### src/hw/rvPkg.sv
package rvPkg;

    localparam int xlen     = 32;
    localparam int memWords = 256;
    localparam int memAw    = 8;      // word address bits, log2(memWords)

    // major opcodes of the supported subset
    localparam logic [6:0] opRtype  = 7'b0110011;   // add sub and or
    localparam logic [6:0] opItype  = 7'b0010011;   // addi
    localparam logic [6:0] opLoad   = 7'b0000011;   // lw
    localparam logic [6:0] opStore  = 7'b0100011;   // sw
    localparam logic [6:0] opBranch = 7'b1100011;   // beq

    localparam logic [2:0] f3Add = 3'b000;
    localparam logic [2:0] f3And = 3'b111;
    localparam logic [2:0] f3Or  = 3'b110;
    localparam logic [6:0] f7Sub = 7'b0100000;      // funct7 that turns add into sub

    // operand source select for the execute stage
    localparam logic [1:0] fwdNone = 2'b00;         // register file value from decode
    localparam logic [1:0] fwdWb   = 2'b01;         // write-back result
    localparam logic [1:0] fwdMem  = 2'b10;         // memory stage result

    typedef struct packed {
        logic [6:0] funct7;
        logic [4:0] rs2;
        logic [4:0] rs1;
        logic [2:0] funct3;
        logic [4:0] rd;
        logic [6:0] opcode;
    } rTypeT;

    typedef struct packed {
        logic [11:0] imm;
        logic [4:0]  rs1;
        logic [2:0]  funct3;
        logic [4:0]  rd;
        logic [6:0]  opcode;
    } iTypeT;

    // s and b immediates come out of the r view, funct7 holds the top bits and rd the low ones
    typedef union packed {
        rTypeT r;
        iTypeT i;
    } instrU;

endpackage

### src/hw/memBus.sv
interface memBus;
    import rvPkg::*;

    logic             reqValid;   // request offered
    logic             reqReady;   // memory side can take it
    logic [memAw-1:0] addr;       // word address
    logic             we;
    logic [xlen-1:0]  wdata;
    logic             rspValid;   // one cycle pulse after an accepted read
    logic [xlen-1:0]  rdata;

    modport requester (
        output reqValid, addr, we, wdata,
        input  reqReady, rspValid, rdata
    );

    modport memory (
        input  reqValid, addr, we, wdata,
        output reqReady, rspValid, rdata
    );

endinterface

### src/hw/memArbiter.sv
module memArbiter (
    input logic      clk,
    input logic      rstN,
    memBus.memory    fetchPort,
    memBus.memory    dataPort,
    memBus.requester memPort
);

    logic grantData;   // data side owns the port this cycle
    logic rspToData;   // owner of the response due this cycle

    assign grantData = dataPort.reqValid;

    // winner's request straight through, no queueing
    assign memPort.reqValid = dataPort.reqValid || fetchPort.reqValid;
    assign memPort.addr     = grantData ? dataPort.addr  : fetchPort.addr;
    assign memPort.we       = grantData ? dataPort.we    : fetchPort.we;
    assign memPort.wdata    = grantData ? dataPort.wdata : fetchPort.wdata;

    assign dataPort.reqReady  = memPort.reqReady;
    assign fetchPort.reqReady = memPort.reqReady && !dataPort.reqValid;   // loses on contention

    // remember who was accepted so the read data goes back to the right side
    always_ff @(posedge clk or negedge rstN) begin
        if (!rstN) begin
            rspToData <= 1'b0;
        end else if (memPort.reqValid && memPort.reqReady) begin
            rspToData <= grantData;
        end
    end

    assign dataPort.rspValid  = memPort.rspValid && rspToData;
    assign fetchPort.rspValid = memPort.rspValid && !rspToData;
    assign dataPort.rdata     = memPort.rdata;   // only meaningful with rspValid
    assign fetchPort.rdata    = memPort.rdata;

endmodule

### src/flat_wrapper.sv
// flat-port wrapper written by rule: the top's interface ports become plain ports
module memArbiter_flat 
  (clk, rstN, fetchPort_reqValid, fetchPort_addr, fetchPort_we, fetchPort_wdata, fetchPort_reqReady, fetchPort_rspValid, fetchPort_rdata, dataPort_reqValid, dataPort_addr, dataPort_we, dataPort_wdata, dataPort_reqReady, dataPort_rspValid, dataPort_rdata, memPort_reqValid, memPort_addr, memPort_we, memPort_wdata, memPort_reqReady, memPort_rspValid, memPort_rdata);
  memBus fetchPort_i ();
  memBus dataPort_i ();
  memBus memPort_i ();
  input logic clk;
  input logic rstN;
  input wire logic [$bits(fetchPort_i.reqValid)-1:0] fetchPort_reqValid;
  input wire logic [$bits(fetchPort_i.addr)-1:0] fetchPort_addr;
  input wire logic [$bits(fetchPort_i.we)-1:0] fetchPort_we;
  input wire logic [$bits(fetchPort_i.wdata)-1:0] fetchPort_wdata;
  output wire logic [$bits(fetchPort_i.reqReady)-1:0] fetchPort_reqReady;
  output wire logic [$bits(fetchPort_i.rspValid)-1:0] fetchPort_rspValid;
  output wire logic [$bits(fetchPort_i.rdata)-1:0] fetchPort_rdata;
  input wire logic [$bits(dataPort_i.reqValid)-1:0] dataPort_reqValid;
  input wire logic [$bits(dataPort_i.addr)-1:0] dataPort_addr;
  input wire logic [$bits(dataPort_i.we)-1:0] dataPort_we;
  input wire logic [$bits(dataPort_i.wdata)-1:0] dataPort_wdata;
  output wire logic [$bits(dataPort_i.reqReady)-1:0] dataPort_reqReady;
  output wire logic [$bits(dataPort_i.rspValid)-1:0] dataPort_rspValid;
  output wire logic [$bits(dataPort_i.rdata)-1:0] dataPort_rdata;
  output wire logic [$bits(memPort_i.reqValid)-1:0] memPort_reqValid;
  output wire logic [$bits(memPort_i.addr)-1:0] memPort_addr;
  output wire logic [$bits(memPort_i.we)-1:0] memPort_we;
  output wire logic [$bits(memPort_i.wdata)-1:0] memPort_wdata;
  input wire logic [$bits(memPort_i.reqReady)-1:0] memPort_reqReady;
  input wire logic [$bits(memPort_i.rspValid)-1:0] memPort_rspValid;
  input wire logic [$bits(memPort_i.rdata)-1:0] memPort_rdata;
  assign fetchPort_i.reqValid = fetchPort_reqValid;
  assign fetchPort_i.addr = fetchPort_addr;
  assign fetchPort_i.we = fetchPort_we;
  assign fetchPort_i.wdata = fetchPort_wdata;
  assign fetchPort_reqReady = fetchPort_i.reqReady;
  assign fetchPort_rspValid = fetchPort_i.rspValid;
  assign fetchPort_rdata = fetchPort_i.rdata;
  assign dataPort_i.reqValid = dataPort_reqValid;
  assign dataPort_i.addr = dataPort_addr;
  assign dataPort_i.we = dataPort_we;
  assign dataPort_i.wdata = dataPort_wdata;
  assign dataPort_reqReady = dataPort_i.reqReady;
  assign dataPort_rspValid = dataPort_i.rspValid;
  assign dataPort_rdata = dataPort_i.rdata;
  assign memPort_reqValid = memPort_i.reqValid;
  assign memPort_addr = memPort_i.addr;
  assign memPort_we = memPort_i.we;
  assign memPort_wdata = memPort_i.wdata;
  assign memPort_i.reqReady = memPort_reqReady;
  assign memPort_i.rspValid = memPort_rspValid;
  assign memPort_i.rdata = memPort_rdata;
  memArbiter u_core (.clk(clk), .rstN(rstN), .fetchPort(fetchPort_i), .dataPort(dataPort_i), .memPort(memPort_i));
endmodule
### config.mk
export PLATFORM = sky130hd
export DESIGN_NAME = memArbiter_flat
export DESIGN_NICKNAME = d
export VERILOG_FILES = /design/src/hw/rvPkg.sv /design/src/hw/memBus.sv /design/src/hw/memArbiter.sv /design/src/flat_wrapper.sv
export SDC_FILE = /design/constraint.sdc
export NUM_CORES = 1
export LEC_CHECK = 0
export ABC_AREA = 1
export BUFFER_PORTS_ARGS = -buffer_cell sky130_fd_sc_hd__buf_4
export CAP_MARGIN = 15
export CORE_AREA = 2 2 89 91
export CTS_CLUSTER_SIZE = 14
export DETAILED_ROUTE_END_ITERATION = 8
export DIE_AREA = 0 0 91 93
export PLACE_DENSITY = 0.68
export SLEW_MARGIN = 20
export SYNTH_ARGS = -nofsm -noshare
export SYNTH_HDL_FRONTEND = slang
export SYNTH_SLANG_ARGS = --single-unit
### constraint.sdc
create_clock -name clk -period 0.8 [get_ports clk]
set_clock_uncertainty 0.1 [all_clocks]
set_input_delay 0.04 -clock clk [delete_from_list [all_inputs] [get_ports clk]]
set_output_delay 0.04 -clock clk [all_outputs]
set_load 0.03 [all_outputs]
==> impl_metrics.csv <==
group,metric,value,unit
placed_design,placedInstanceArea,1750,um2
sta,slew_viol_final,0,
grt,grt_usage,8.76,%
clock_tree,cts_setup_buffers,0,
logic_synthesis,dominant_combinational_cell_family_by_area_after_synthesis,"buffers and inverters",
power,total_leakage_power,1.18,nW
sta,timing.final.hold_violations,64,
cells_and_area,layout.nets,400,
routing,routed-via-count,1418,
power,swShare,49.2,%
grt,grt_start_max_net_pins,42,
logic_synthesis,synth-seq-area-share,2.11,%
logic_synthesis,synthSimpleGateAreaFrac,45.8,%
placed_design,place_ws,-0.106,ns
min_path,hold_path.class,"in -> out",
clock_tree,cts-hold-fix-buffers,1,
grt,vias_in_the_first_global_route,1342,
cells_and_area,fin_area,2000,um2
power,power,1.50,mW
logic_synthesis,synthXorXnorAreaFrac,0,%
routing,drc,0,
setup_path,cp_num_buf_inv,2,
power,power_switching,0.738,mW
grt,grt_overflow_total,0,
sta,setup_viol,0,
outcome,status,"finished, violations left",
setup_path,crit-reg2reg-launch,"u_core.rspToData",
die,die_w,91,um
cells_and_area,mostFrequentLayoutCell,"buf_4",
sta,final_min_period_over_clock_period,97.8,%
sta,post-route-min-period,0.782,ns
setup_path,crit_path_end,"memPort_reqValid",
logic_synthesis,synth-compound-area-share,0,%
setup_path,startpoint_type,"input pin",
setup_path,cp_slowest_stage_delay,0.31,ns
cells_and_area,diodes,0,
sta,pnr_worst_setup_slack,0.0178,ns
routing,drt_wl_total,4490,um
logic_synthesis,post_synth_fa_ha_maj_area_fraction,0,%
cells_and_area,reg.largest.list,"u_core.rspToData: 1 flops",
sta,max-slew-margin-rel,91.2,%
power,ir_worst_vdd,0.196,mV
sta,transition_time_at_the_pin_with_the_least_slew_margin,0.132,ns
logic_synthesis,netlist.top_cell.by_area,"buf_4",
logic_synthesis,syn_area_per_cell,5.65,um2
routing,wirelength_met1,1630,um
routing,route.detailed.wl_per_inst,11.8,um
setup_path,critical_path_peak_fanout,4,
logic_synthesis,synthCells,210,
setup_path,worst_path_dominant_cell_family,"simple AND/OR/NAND/NOR gates",
sta,rsz_0062_raised_after_global_routing,"yes",
logic_synthesis,synth.area.mux_share,0,%
routing,met3WireLength,323,um
cells_and_area,largest_reg_flops,1,
setup_path,cp-end-kind,"output port",
routing,starting_drt_drc_count,29,
cells_and_area,registers.top_by_ff_count,"u_core.rspToData",
setup_path,required,0.66,ns
sta,post_route_setup_tns,0,ns
power,power.density_cell_area,749,nW/um2
placed_design,dpl.hpwl,3070,um
setup_path,cp-startpoint,"dataPort_reqValid",
die,rows,32,
routing,maxUsedRoutingLayer,"met4",
placed_design,place_congestion,0.690,
routing,antenna_left,0,
setup_path,regToRegEndpoint,"u_core.rspToData",
outcome,failed_checks,"negative hold slack",
die,fp.dieH,93,um
power,power_frac_seq,4.2,%
setup_path,worst-r2r-setup-slack,0.08,ns
routing,post_drt_via_cell_ratio,3.73,
cells_and_area,fillerInstances,847,
cells_and_area,post_route_cells_drive_above_1_share,60.1,%
setup_path,crit_slowest_cell,"or2_2",
setup_path,path_class,"in -> out",
sta,worst_hold_slack,-0.0200,ns
die,design.core.area,7530,um2
min_path,worst_hold_startpoint,"memPort_rdata[10]",
clock_tree,clock_latency,0,ns
routing,routed-wl-met2,2400,um
grt,grt_first_pass_wirelength,6210,um
logic_synthesis,synth-seq-cells,1,
cells_and_area,top_library_cells_by_usage_in_the_layout_fill_and_taps_aside,"buf_4 (121), nand2_1 (107), nand2_2 (21)",
logic_synthesis,synth_top_area_share,43.0,%
flow_run,cap_viol_max_count,0,
setup_path,worst-endpoint-arrival,0.64,ns
setup_path,worst-path-stages,3,
setup_path,reg2regPathDepth,2,
setup_path,crit_chain,"clkbuf_16 > or2_2 > buf_6",
placed_design,port-buffer-count,133,
logic_synthesis,post_synth_main_area_contributors,"buf_4 (43%), nand2_1 (34%), nand2_2 (11%)",
die,fp.dieArea,8460,um2
logic_synthesis,synthDistinctLibCells,10,
grt,number_of_antenna_violations_at_the_first_check_in_global_routing,0,
logic_synthesis,synthesis.area,1190,um2
die,initial_core_utilization,15.8,%
power,clkPwrFrac,0,%
logic_synthesis,synth_warnings,0,
cells_and_area,area_delta_synth_final,68.6,%
routing,drtPass1Iterations,4,
sta,timing.fmax,1280,MHz
logic_synthesis,synth_nets,330,
power,internal_power,0.761,mW
die,top_level_ports,230,
power,combinationalPowerShare,95.8,%
[repair_timing]
item / 4_1_cts / 5_1_grt
pin swaps: 0 / 2
hold endpoints to repair: 65 / 64
gates cloned: 2 / 4
endpoints found under the setup margin: 41 / 35
gates resized for setup: 15 / 11
[cell usage after synthesis]
cell,n
buf_4,68
or2_2,1
buf_12,2
buf_6,4
nor2_1,2
inv_1,3
nand2_2,20
inv_8,1
dfrtp_1,1
nand2_1,108
[layout make-up]
type	count	area (um2)	area share [%]
inverters	4	41.3	2.06
multi-input cells	131	552	27.6
flip-flops and latches	1	25.0	1.25
well taps	102	128	6.37
repair buffers	141	1240	61.9
repair inverters	1	16.3	0.812
[power by group through the flow]
stage / sequential (mW) / clock, mW / combinational (mW)
6_report: 0.0631 / 0 / 1.44
3_3_place_gp: 0.0628 / 0 / 1.27
2_1_floorplan: 0.0617 / 0 / 1.27
3_5_place_dp: 0.0630 / 0 / 1.28
4_1_cts: 0.0631 / 0 / 1.37
5_1_grt: 0.0643 / 0 / 1.54
[routing by layer]
| layer | global-route usage [%] | vias to the layer above |
|---|---|---|
| met5 | 0 | - |
| met4 | 2.90 | 0 |
| met3 | 1.29 | 21 |
| met2 | 17.5 | 79 |
| met1 | 9.27 | 627 |
| li1 | - | 691 |
[worst min-delay path by stage]
stage                           to  slack (ns)  depth (start not counted)
2_1_floorplan     u_core.rspToData       -0.36                          0
3_3_place_gp      u_core.rspToData       -0.28                          1
3_5_place_dp      u_core.rspToData       -0.28                          1
4_1_cts         dataPort_rdata[25]       -0.02                          0
5_1_grt          dataPort_rdata[8]       -0.02                          0
6_report       fetchPort_rdata[10]       -0.02                          0
[cells by family (layout without fill, tap and decap cells)]
group	Yosys count	after routing
AND/OR/NAND/NOR	131	131
flip-flops	1	1
buffers and inverters	78	146
[stage by stage]
| stage | utilization (%) | instances |
|---|---|---|
| after floorplan | - | 210 |
| after global placement | 23.3 | 373 |
| after detailed placement | 23.3 | 373 |
| after CTS | 24.8 | 376 |
| after global routing | 26.6 | 380 |
| final | 26.6 | 380 |
(Power assumes the default switching activity.)
