==> src/hw/rvPkg.sv <==
package rvPkg;

    localparam int xlen     = 32;
    localparam int memWords = 256;
    localparam int memAw    = 8;      // word address bits, log2(memWords)

    // major opcodes of the supported subset
    localparam logic [6:0] opRtype  = 7'b0110011;   // add sub and or
    localparam logic [6:0] opItype  = 7'b0010011;   // addi
    localparam logic [6:0] opLoad   = 7'b0000011;   // lw
    localparam logic [6:0] opStore  = 7'b0100011;   // sw
    localparam logic [6:0] opBranch = 7'b1100011;   // beq

    localparam logic [2:0] f3Add = 3'b000;
    localparam logic [2:0] f3And = 3'b111;
    localparam logic [2:0] f3Or  = 3'b110;
    localparam logic [6:0] f7Sub = 7'b0100000;      // funct7 that turns add into sub

    // operand source select for the execute stage
    localparam logic [1:0] fwdNone = 2'b00;         // register file value from decode
    localparam logic [1:0] fwdWb   = 2'b01;         // write-back result
    localparam logic [1:0] fwdMem  = 2'b10;         // memory stage result

    typedef struct packed {
        logic [6:0] funct7;
        logic [4:0] rs2;
        logic [4:0] rs1;
        logic [2:0] funct3;
        logic [4:0] rd;
        logic [6:0] opcode;
    } rTypeT;

    typedef struct packed {
        logic [11:0] imm;
        logic [4:0]  rs1;
        logic [2:0]  funct3;
        logic [4:0]  rd;
        logic [6:0]  opcode;
    } iTypeT;

    // s and b immediates come out of the r view, funct7 holds the top bits and rd the low ones
    typedef union packed {
        rTypeT r;
        iTypeT i;
    } instrU;

endpackage

==> src/hw/memBus.sv <==
interface memBus;
    import rvPkg::*;

    logic             reqValid;   // request offered
    logic             reqReady;   // memory side can take it
    logic [memAw-1:0] addr;       // word address
    logic             we;
    logic [xlen-1:0]  wdata;
    logic             rspValid;   // one cycle pulse after an accepted read
    logic [xlen-1:0]  rdata;

    modport requester (
        output reqValid, addr, we, wdata,
        input  reqReady, rspValid, rdata
    );

    modport memory (
        input  reqValid, addr, we, wdata,
        output reqReady, rspValid, rdata
    );

endinterface

==> src/hw/hazardUnit.sv <==
module hazardUnit (
    input  logic [4:0] rs1D,          // sources of the instr in decode
    input  logic [4:0] rs2D,
    input  logic [4:0] rs1E,          // sources of the instr in execute
    input  logic [4:0] rs2E,
    input  logic [4:0] rdE,
    input  logic [4:0] rdM,
    input  logic [4:0] rdW,
    input  logic       memReadE,      // load sitting in execute
    input  logic       regWriteM,
    input  logic       regWriteW,
    input  logic       branchTakenE,  // beq resolved taken this cycle
    output logic [1:0] forwardA,
    output logic [1:0] forwardB,
    output logic       stallD,
    output logic       flushD,
    output logic       flushE
);
    import rvPkg::*;

    logic loadUse;

    // memory stage result is newer, so it wins over write-back
    function automatic logic [1:0] fwdSel(input logic [4:0] rs);
        if (regWriteM && (rdM != 5'd0) && (rdM == rs)) begin
            return fwdMem;
        end
        if (regWriteW && (rdW != 5'd0) && (rdW == rs)) begin
            return fwdWb;
        end
        return fwdNone;
    endfunction

    always_comb begin
        forwardA = fwdSel(rs1E);
        forwardB = fwdSel(rs2E);
    end

    // load result only exists after the memory stage, decode consumer waits one cycle
    assign loadUse = memReadE && (rdE != 5'd0) && ((rdE == rs1D) || (rdE == rs2D));

    assign stallD = loadUse && !branchTakenE;   // a taken branch kills the consumer anyway
    assign flushD = branchTakenE;
    assign flushE = branchTakenE || loadUse;    // bubble into execute on a stall too

endmodule

==> src/hw/rvCore.sv <==
module rvCore (
    input  logic                   clk,
    input  logic                   rstN,
    memBus.requester               fetchPort,
    memBus.requester               dataPort,
    output logic                   retireValid,
    output logic [4:0]             retireRd,
    output logic [rvPkg::xlen-1:0] retireData,
    output logic                   halted
);
    import rvPkg::*;

    logic [xlen-1:0] pc;         // next fetch byte address
    logic [xlen-1:0] pcPend;     // address of the fetch in flight or buffered
    logic [xlen-1:0] fBuf;       // fetched word parked while decode is busy
    logic fPend, fDrop, fHave;
    logic fetchAcc, fetchRsp, fetchOutValid, takeD, redirect, freeze;
    logic [xlen-1:0] fetchOutInstr;

    logic validD;
    logic [xlen-1:0] pcD;
    instrU instrD;
    logic [4:0] rs1D, rs2D;
    logic regWriteD, memReadD, memWriteD, branchD, aluSrcD, subD;
    logic [2:0] f3D;
    logic [xlen-1:0] immD, rd1D, rd2D;
    logic [xlen-1:0] rf [32];

    logic validE, regWriteE, memReadE, memWriteE, branchE, aluSrcE, subE;
    logic [xlen-1:0] pcE, immE, rd1E, rd2E;
    logic [4:0] rs1E, rs2E, rdE;
    logic [2:0] f3E;
    logic [xlen-1:0] fwdA, fwdB, aluB, aluOutE, targetE;
    logic branchTakenE, haltE;

    logic validM, regWriteM, memReadM, memWriteM, haltM, dWait, memAccess, memDone;
    logic [4:0] rdM;
    logic [xlen-1:0] aluOutM, writeDataM, resultM;

    logic validW, regWriteW, haltW, wNew, wbWrite;
    logic [4:0] rdW;
    logic [xlen-1:0] resultW;

    logic [1:0] forwardA, forwardB;
    logic stallD, flushD, flushE;

    hazardUnit hazard (
        .rs1D(rs1D), .rs2D(rs2D), .rs1E(rs1E), .rs2E(rs2E),
        .rdE(rdE), .rdM(rdM), .rdW(rdW),
        .memReadE(validE && memReadE),
        .regWriteM(validM && regWriteM),
        .regWriteW(validW && regWriteW),
        .branchTakenE(branchTakenE),
        .forwardA(forwardA), .forwardB(forwardB),
        .stallD(stallD), .flushD(flushD), .flushE(flushE)
    );

    // fetch issues one request per pc and the next only after the word has a home
    assign fetchPort.reqValid = rstN && !fPend && !fHave;   // no fetch while reset is held
    assign fetchPort.addr     = pc[memAw+1:2];
    assign fetchPort.we       = 1'b0;
    assign fetchPort.wdata    = '0;
    assign fetchAcc      = fetchPort.reqValid && fetchPort.reqReady;
    assign fetchRsp      = fetchPort.rspValid && !fDrop;     // wrong path words are dropped
    assign fetchOutValid = fHave || fetchRsp;
    assign fetchOutInstr = fHave ? fBuf : fetchPort.rdata;
    assign takeD         = !freeze && !stallD;
    assign redirect      = flushD && !freeze;

    always_ff @(posedge clk or negedge rstN) begin
        if (!rstN) begin
            pc    <= '0;
            fPend <= 1'b0;
            fDrop <= 1'b0;
            fHave <= 1'b0;
        end else begin
            if (redirect) pc <= targetE;
            else if (fetchAcc) pc <= pc + 32'd4;
            if (fetchAcc) fPend <= 1'b1;
            else if (fetchPort.rspValid) fPend <= 1'b0;
            // a request issued before the redirect still has a response coming
            if (redirect) fDrop <= fetchAcc || (fPend && !fetchPort.rspValid);
            else if (fetchPort.rspValid) fDrop <= 1'b0;
            if (redirect) fHave <= 1'b0;
            else if (fetchRsp && !takeD) fHave <= 1'b1;
            else if (takeD) fHave <= 1'b0;
        end
    end

    always_ff @(posedge clk) begin
        if (fetchAcc) pcPend <= pc;
        if (fetchRsp) fBuf <= fetchPort.rdata;
    end

    // decode
    assign rs1D = instrD.r.rs1;
    assign rs2D = instrD.r.rs2;
    always_comb begin
        regWriteD = 1'b0;
        memReadD  = 1'b0;
        memWriteD = 1'b0;
        branchD   = 1'b0;
        aluSrcD   = 1'b1;                // immediate operand unless r-type or beq
        subD      = 1'b0;
        f3D       = f3Add;
        immD      = {{20{instrD.i.imm[11]}}, instrD.i.imm};
        case (instrD.r.opcode)
            opRtype: begin
                regWriteD = 1'b1;
                aluSrcD   = 1'b0;
                f3D       = instrD.r.funct3;
                subD      = instrD.r.funct7 == f7Sub;
            end
            opItype: begin
                regWriteD = 1'b1;
                f3D       = instrD.i.funct3;
            end
            opLoad: begin
                regWriteD = 1'b1;
                memReadD  = 1'b1;
            end
            opStore: begin
                memWriteD = 1'b1;
                immD = {{20{instrD.r.funct7[6]}}, instrD.r.funct7, instrD.r.rd};
            end
            opBranch: begin
                branchD = 1'b1;
                aluSrcD = 1'b0;
                immD = {{19{instrD.r.funct7[6]}}, instrD.r.funct7[6], instrD.r.rd[0],
                        instrD.r.funct7[5:0], instrD.r.rd[4:1], 1'b0};
            end
            default: ;                   // anything else runs as a nop
        endcase
    end

    // register read with the write-back value bypassed in the same cycle
    assign wbWrite = validW && regWriteW && (rdW != 5'd0);
    assign rd1D = (rs1D == 5'd0) ? '0 : (wbWrite && rdW == rs1D) ? resultW : rf[rs1D];
    assign rd2D = (rs2D == 5'd0) ? '0 : (wbWrite && rdW == rs2D) ? resultW : rf[rs2D];

    always_ff @(posedge clk) begin
        if (wbWrite) rf[rdW] <= resultW;
    end

    // execute
    always_comb begin
        case (forwardA)
            fwdMem:  fwdA = resultM;
            fwdWb:   fwdA = resultW;
            default: fwdA = rd1E;
        endcase
        case (forwardB)
            fwdMem:  fwdB = resultM;
            fwdWb:   fwdB = resultW;
            default: fwdB = rd2E;
        endcase
        aluB = aluSrcE ? immE : fwdB;
        case (f3E)
            f3And:   aluOutE = fwdA & aluB;
            f3Or:    aluOutE = fwdA | aluB;
            default: aluOutE = subE ? fwdA - aluB : fwdA + aluB;
        endcase
    end
    assign targetE      = pcE + immE;
    assign branchTakenE = validE && branchE && (fwdA == fwdB);
    assign haltE        = branchTakenE && (targetE == pcE);   // beq to itself ends the program

    // memory stage access holds the whole pipe until it is done
    assign memAccess         = validM && (memReadM || memWriteM);
    assign dataPort.reqValid = memAccess && !dWait;
    assign dataPort.addr     = aluOutM[memAw+1:2];
    assign dataPort.we       = memWriteM;
    assign dataPort.wdata    = writeDataM;
    assign memDone = !memAccess || (memWriteM ? dataPort.reqReady : dataPort.rspValid);
    assign freeze  = !memDone;
    assign resultM = memReadM ? dataPort.rdata : aluOutM;   // load data valid when it leaves

    always_ff @(posedge clk or negedge rstN) begin
        if (!rstN) begin
            dWait  <= 1'b0;
            validD <= 1'b0;
            validE <= 1'b0;
            validM <= 1'b0;
            validW <= 1'b0;
            wNew   <= 1'b0;
            halted <= 1'b0;
        end else begin
            if (dataPort.rspValid) dWait <= 1'b0;
            else if (dataPort.reqValid && dataPort.reqReady && !memWriteM) dWait <= 1'b1;
            if (!freeze) begin
                if (flushD) validD <= 1'b0;
                else if (!stallD) validD <= fetchOutValid;
                validE <= validD && !flushE;
                validM <= validE;
                validW <= validM;
            end
            wNew <= !freeze;             // w holds during a freeze so it retires only once
            if (validW && haltW) halted <= 1'b1;
        end
    end

    always_ff @(posedge clk) begin
        if (takeD) begin
            instrD <= fetchOutInstr;
            pcD    <= pcPend;
        end
        if (!freeze) begin
            pcE        <= pcD;
            rs1E       <= rs1D;
            rs2E       <= rs2D;
            rdE        <= instrD.r.rd;
            rd1E       <= rd1D;
            rd2E       <= rd2D;
            immE       <= immD;
            regWriteE  <= regWriteD;
            memReadE   <= memReadD;
            memWriteE  <= memWriteD;
            branchE    <= branchD;
            aluSrcE    <= aluSrcD;
            subE       <= subD;
            f3E        <= f3D;
            regWriteM  <= regWriteE;
            memReadM   <= memReadE;
            memWriteM  <= memWriteE;
            rdM        <= rdE;
            aluOutM    <= aluOutE;
            writeDataM <= fwdB;          // store data after forwarding
            haltM      <= haltE;
            regWriteW  <= regWriteM;
            rdW        <= rdM;
            resultW    <= resultM;
            haltW      <= haltM;
        end
    end

    assign retireValid = wbWrite && wNew;
    assign retireRd    = rdW;
    assign retireData  = resultW;

endmodule

==> src/flat_wrapper.sv <==
// flat-port wrapper written by rule: the top's interface ports become plain ports
module rvCore_flat import rvPkg::*;
  (clk, rstN, retireValid, retireRd, retireData, halted, fetchPort_reqValid, fetchPort_addr, fetchPort_we, fetchPort_wdata, fetchPort_reqReady, fetchPort_rspValid, fetchPort_rdata, dataPort_reqValid, dataPort_addr, dataPort_we, dataPort_wdata, dataPort_reqReady, dataPort_rspValid, dataPort_rdata);
  memBus fetchPort_i ();
  memBus dataPort_i ();
  input  logic clk;
  input  logic rstN;
  output logic retireValid;
  output logic [4:0] retireRd;
  output logic [rvPkg::xlen-1:0] retireData;
  output logic halted;
  output wire logic [$bits(fetchPort_i.reqValid)-1:0] fetchPort_reqValid;
  output wire logic [$bits(fetchPort_i.addr)-1:0] fetchPort_addr;
  output wire logic [$bits(fetchPort_i.we)-1:0] fetchPort_we;
  output wire logic [$bits(fetchPort_i.wdata)-1:0] fetchPort_wdata;
  input wire logic [$bits(fetchPort_i.reqReady)-1:0] fetchPort_reqReady;
  input wire logic [$bits(fetchPort_i.rspValid)-1:0] fetchPort_rspValid;
  input wire logic [$bits(fetchPort_i.rdata)-1:0] fetchPort_rdata;
  output wire logic [$bits(dataPort_i.reqValid)-1:0] dataPort_reqValid;
  output wire logic [$bits(dataPort_i.addr)-1:0] dataPort_addr;
  output wire logic [$bits(dataPort_i.we)-1:0] dataPort_we;
  output wire logic [$bits(dataPort_i.wdata)-1:0] dataPort_wdata;
  input wire logic [$bits(dataPort_i.reqReady)-1:0] dataPort_reqReady;
  input wire logic [$bits(dataPort_i.rspValid)-1:0] dataPort_rspValid;
  input wire logic [$bits(dataPort_i.rdata)-1:0] dataPort_rdata;
  assign fetchPort_reqValid = fetchPort_i.reqValid;
  assign fetchPort_addr = fetchPort_i.addr;
  assign fetchPort_we = fetchPort_i.we;
  assign fetchPort_wdata = fetchPort_i.wdata;
  assign fetchPort_i.reqReady = fetchPort_reqReady;
  assign fetchPort_i.rspValid = fetchPort_rspValid;
  assign fetchPort_i.rdata = fetchPort_rdata;
  assign dataPort_reqValid = dataPort_i.reqValid;
  assign dataPort_addr = dataPort_i.addr;
  assign dataPort_we = dataPort_i.we;
  assign dataPort_wdata = dataPort_i.wdata;
  assign dataPort_i.reqReady = dataPort_reqReady;
  assign dataPort_i.rspValid = dataPort_rspValid;
  assign dataPort_i.rdata = dataPort_rdata;
  rvCore u_core (.clk(clk), .rstN(rstN), .fetchPort(fetchPort_i), .dataPort(dataPort_i), .retireValid(retireValid), .retireRd(retireRd), .retireData(retireData), .halted(halted));
endmodule
==> config.mk <==
export PLATFORM = sky130hd
export DESIGN_NAME = rvCore_flat
export DESIGN_NICKNAME = d
export VERILOG_FILES = /design/src/hw/rvPkg.sv /design/src/hw/memBus.sv /design/src/hw/hazardUnit.sv /design/src/hw/rvCore.sv /design/src/flat_wrapper.sv
export SDC_FILE = /design/constraint.sdc
export NUM_CORES = 2
export LEC_CHECK = 0
export CAP_MARGIN = 20
export CORE_ASPECT_RATIO = 0.7
export CORE_UTILIZATION = 40
export CTS_CLUSTER_DIAMETER = 120
export DETAILED_ROUTE_END_ITERATION = 16
export DONT_BUFFER_PORTS = 1
export PLACE_DENSITY_LB_ADDON = 0.25
export SLEW_MARGIN = 20
export SYNTH_ARGS = -nofsm -noshare
export SYNTH_HDL_FRONTEND = slang
export SYNTH_HIERARCHICAL = 1
export SYNTH_SLANG_ARGS = --single-unit
export TNS_END_PERCENT = 20
==> constraint.sdc <==
create_clock -name clk -period 10.6 [get_ports clk]
set_input_delay 1.06 -clock clk [delete_from_list [all_inputs] [get_ports clk]]
set_output_delay 1.06 -clock clk [all_outputs]
set_load 0.02 [all_outputs]
==> impl_results.md <==
- Status: finished clean
- Initial Util: 40.3%
- 1st-pass router iterations: 7
- Fillcell total: 15131
- Final setup violation count: 0
- Bufs and invs on worst path: 3
- Top delay family on crit path: simple AND/OR/NAND/NOR gates
- Layout Nets: 4340
- Crit Path Max Fanout: 45
- DR vias/cell: 6.25
- Initial antenna violation count: 5
- Number of global-route vias before repair: 40057
- GRT Total Usage: 23.8%
- Worst hold path class: input pin to asynchronous set/reset pin
- Clock sinks: 1435
- # diodes: 0
- Critical path arrival: 9.61 ns
- Setup tns final: 0 ns
- Shortest period the worst path allows: 9.09 ns
- Routability cong.: 0.939
- Crit-path max cell delay: 0.78 ns
- XOR/XNOR Fraction of Synth Area: 2.58%
- Postcts setup bufs: 0
- Post-place setup slack: 1.81 ns
- DPL Wire Length: 125000 um
- Max cap viols: 0
- RSZ-0062 raised after global routing: no
- Top Ports: 193
- Syn Area/Cell: 16.8 um^2
- First-pass GRT wire length: 300000 um
- Reg2reg end: u_core/aluOutM[31]
- Die Y: 353 um
- Asr flop ratio synth: 2.86%
- Post_cts resized: 0
- Placed instance count: 6390
- DRC errors left: 0
- Slew HR: 25.7%
- Main synth FF type: edfxtp_1
- Reg2Reg Setup Slack: 1.51 ns
- Simple-gate share of the synthesized area: 3.89%
- YS warnings: 6
- Power Dens Cells: 276 nW/um^2
- CTS buffer count: 137
- Crit share post-route: 85.7%
- 1st-iter DRT viols: 5586
- Count leader, synth: edfxtp_1
- Synth cell types: 90
- Area of the multi-input gates: 26100 um^2
- Setup Skew: 0.0284 ns
- CP endpoint kind: flop
- Reg area: 42900 um^2
- Layout cells sized above 1: 24.2%
- Leak pwr: 25.6 nW
- Post-Syn Instances: 4182
- Fin cells: 6636
- Layout area overhead: 10.5%
- H-tree depth: 4
- Final antenna-violating net count: 0
- Worst IR Drop VDD: 0.000170 V
- Die width: 503 um
- Port-buffer cells: 0
- Adder-Cell Fraction of Synth Area: 1.77%
- Critical path type: flop to flop
- Slew Viols, Final: 0
- Slowest stage cell on the critical path: edfxtp_1
- Worst setup margin: 1.51 ns
- Top-area cell type share of the netlist area: 59.6%
- Die ar.: 177000 um^2
- Biggest area consumer among synthesized cells: edfxtp_1
- Bufs on Longest Clock Path: 3
- Mux share of post-synthesis cell area: 22.0%
- Seq/Total Area, Yosys: 61.1%
- Root buf cell: clkbuf_16
- Top cells by count, synth: 1394 x edfxtp_1, 570 x mux4_2, 206 x nor2_1
- Fmax achieved: 110 MHz
- CTS clk-pin slew, worst paths: 0.07 ns
- DR WL/cell: 32.0 um
- Worst R2R Start: u_core/retireRd[3]
- CORE AREA: 174000 um^2
- Least-Margin Pin Slew: 1.10 ns
- Largest net degree at the start of global routing: 112
- Grt total ovfl: 0
- Site Rows: 128
- Hold Fails Final Rpt: 0
- Via count: 41461
- Power Total: 21.4 mW
- Drt total wl: 213000 um
- Post-synth EDFFs: 1394
- #FFs+latches synth: 1435
- R2R cell count: 33
- Synth area leaders: edfxtp_1 60%, mux4_2 18%, mux2i_1 2.2%
- CTS tree: built
- Post-synthesis compound-gate area fraction: 6.13%
- Critical Path RT: 11.13 ns
- Post-Syn Area: 70200 um^2
- Clock Latency Late Sink: 0.78 ns
- Startpoint types: flop
- Largest family of logic cells by synthesized area: multiplexers
[layout make-up]
class	instances	area share, %
multi-input combinational	2403	33.6
tap	2340	3.77
timing repair buffer	120	1.38
inverter	94	0.455
sequential	1435	55.3
clock inverter	75	0.724
clock buffer	169	4.76
[kinds of logic after synthesis]
family                     after synthesis
AOI/OAI and AO/OA                      651
xor gates and xnor gates               202
adders and majority gates              103
buffers and inverters                  408
DFF                                   1435
muxes                                  818
other                                    1
and+or+nand+nor                        564
[placed cells by master, fill, tap and decap left out, drive strengths merged, types with 10 or more instances in the layout]
cell type,instances
o22ai,28
nand3,31
nor2b,14
o221ai,17
nor4,14
or3,11
and3,18
a211oi,75
ha,77
o21a,10
mux2i,157
conb,65
maj3,24
a21oi,147
a31oi,22
a21o,25
mux2,91
a221o,26
and2,23
a21boi,15
mux4,570
clkbuf,170
dfrtp,41
inv,96
nand4,29
nor2,207
xnor2,98
buf,119
nand2b,22
nor3,29
o21ai,145
a22oi,18
clkinv,59
a221oi,25
edfxtp,1394
o21bai,14
nand2,132
xor2,101
o211ai,29
[sequential cells by signal, summed over array words and instances (netlist names), 3 cells and up]
signal and cells:
u_core/pc 31, u_core/pcD 31, u_core/pcPend 31, u_core/f3E 3, u_core/dataPort.wdata 32, u_core/rf 1024
u_core/rs2E 5, u_core/fBuf 32, u_core/rdE 5, u_core/instrD 32, u_core/retireRd 5, u_core/pcE 31
u_core/rd2E 32, u_core/rdM 5, u_core/aluOutM 32, u_core/retireData 32, u_core/rd1E 32, u_core/rs1E 5
u_core/immE 13
[how the worst max path moves through the flow]
stage / cells past startpoint / start / endpoint / slack [ns]
after global routing: 33 / u_core/retireRd[3] / u_core/aluOutM[31] / 0.98
after floorplan: 6 / dataPort_reqReady / u_core/fDrop / 2.44
after detailed placement: 33 / u_core/retireRd[3] / u_core/aluOutM[31] / 1.81
final: 33 / u_core/retireRd[3] / u_core/aluOutM[31] / 1.51
after CTS: 33 / u_core/retireRd[3] / u_core/aluOutM[31] / 1.78
after global placement: 33 / u_core/retireRd[3] / u_core/aluOutM[31] / 1.83
[report_power, final]
group,total [mW],switching (mW),internal (mW)
Clock,4.81,2.18,2.63
Combinational,8.24,5.19,3.06
Sequential,8.37,0.606,7.77
[what timing repair did]
action,CTS,global route
hold buffers,1,0
hold endpoints to repair,41,0
setup endpoints to repair,0,0
[metal layers]
layer | GRT usage [%] | vias to the layer above | share of wire (%)
met2 | 34.1 | 2240 | 44
li1 | - | 17060 | -
met1 | 36.2 | 21921 | 44
met5 | 0 | - | 0
met4 | 5.32 | 0 | 1.9
met3 | 5.90 | 240 | 11
[through the flow]
step	instance area (um^2)	utilization, %	hold WS, ns
2_1_floorplan	70500	-	0.400
4_1_cts	77600	44.6	0.0994
3_3_place_gp	73300	42.1	0.401
5_1_grt	77600	44.6	0.126
3_5_place_dp	73300	42.1	0.405
6_report	77600	44.6	0.118
Note: power is estimated with default switching activity, not from simulation.
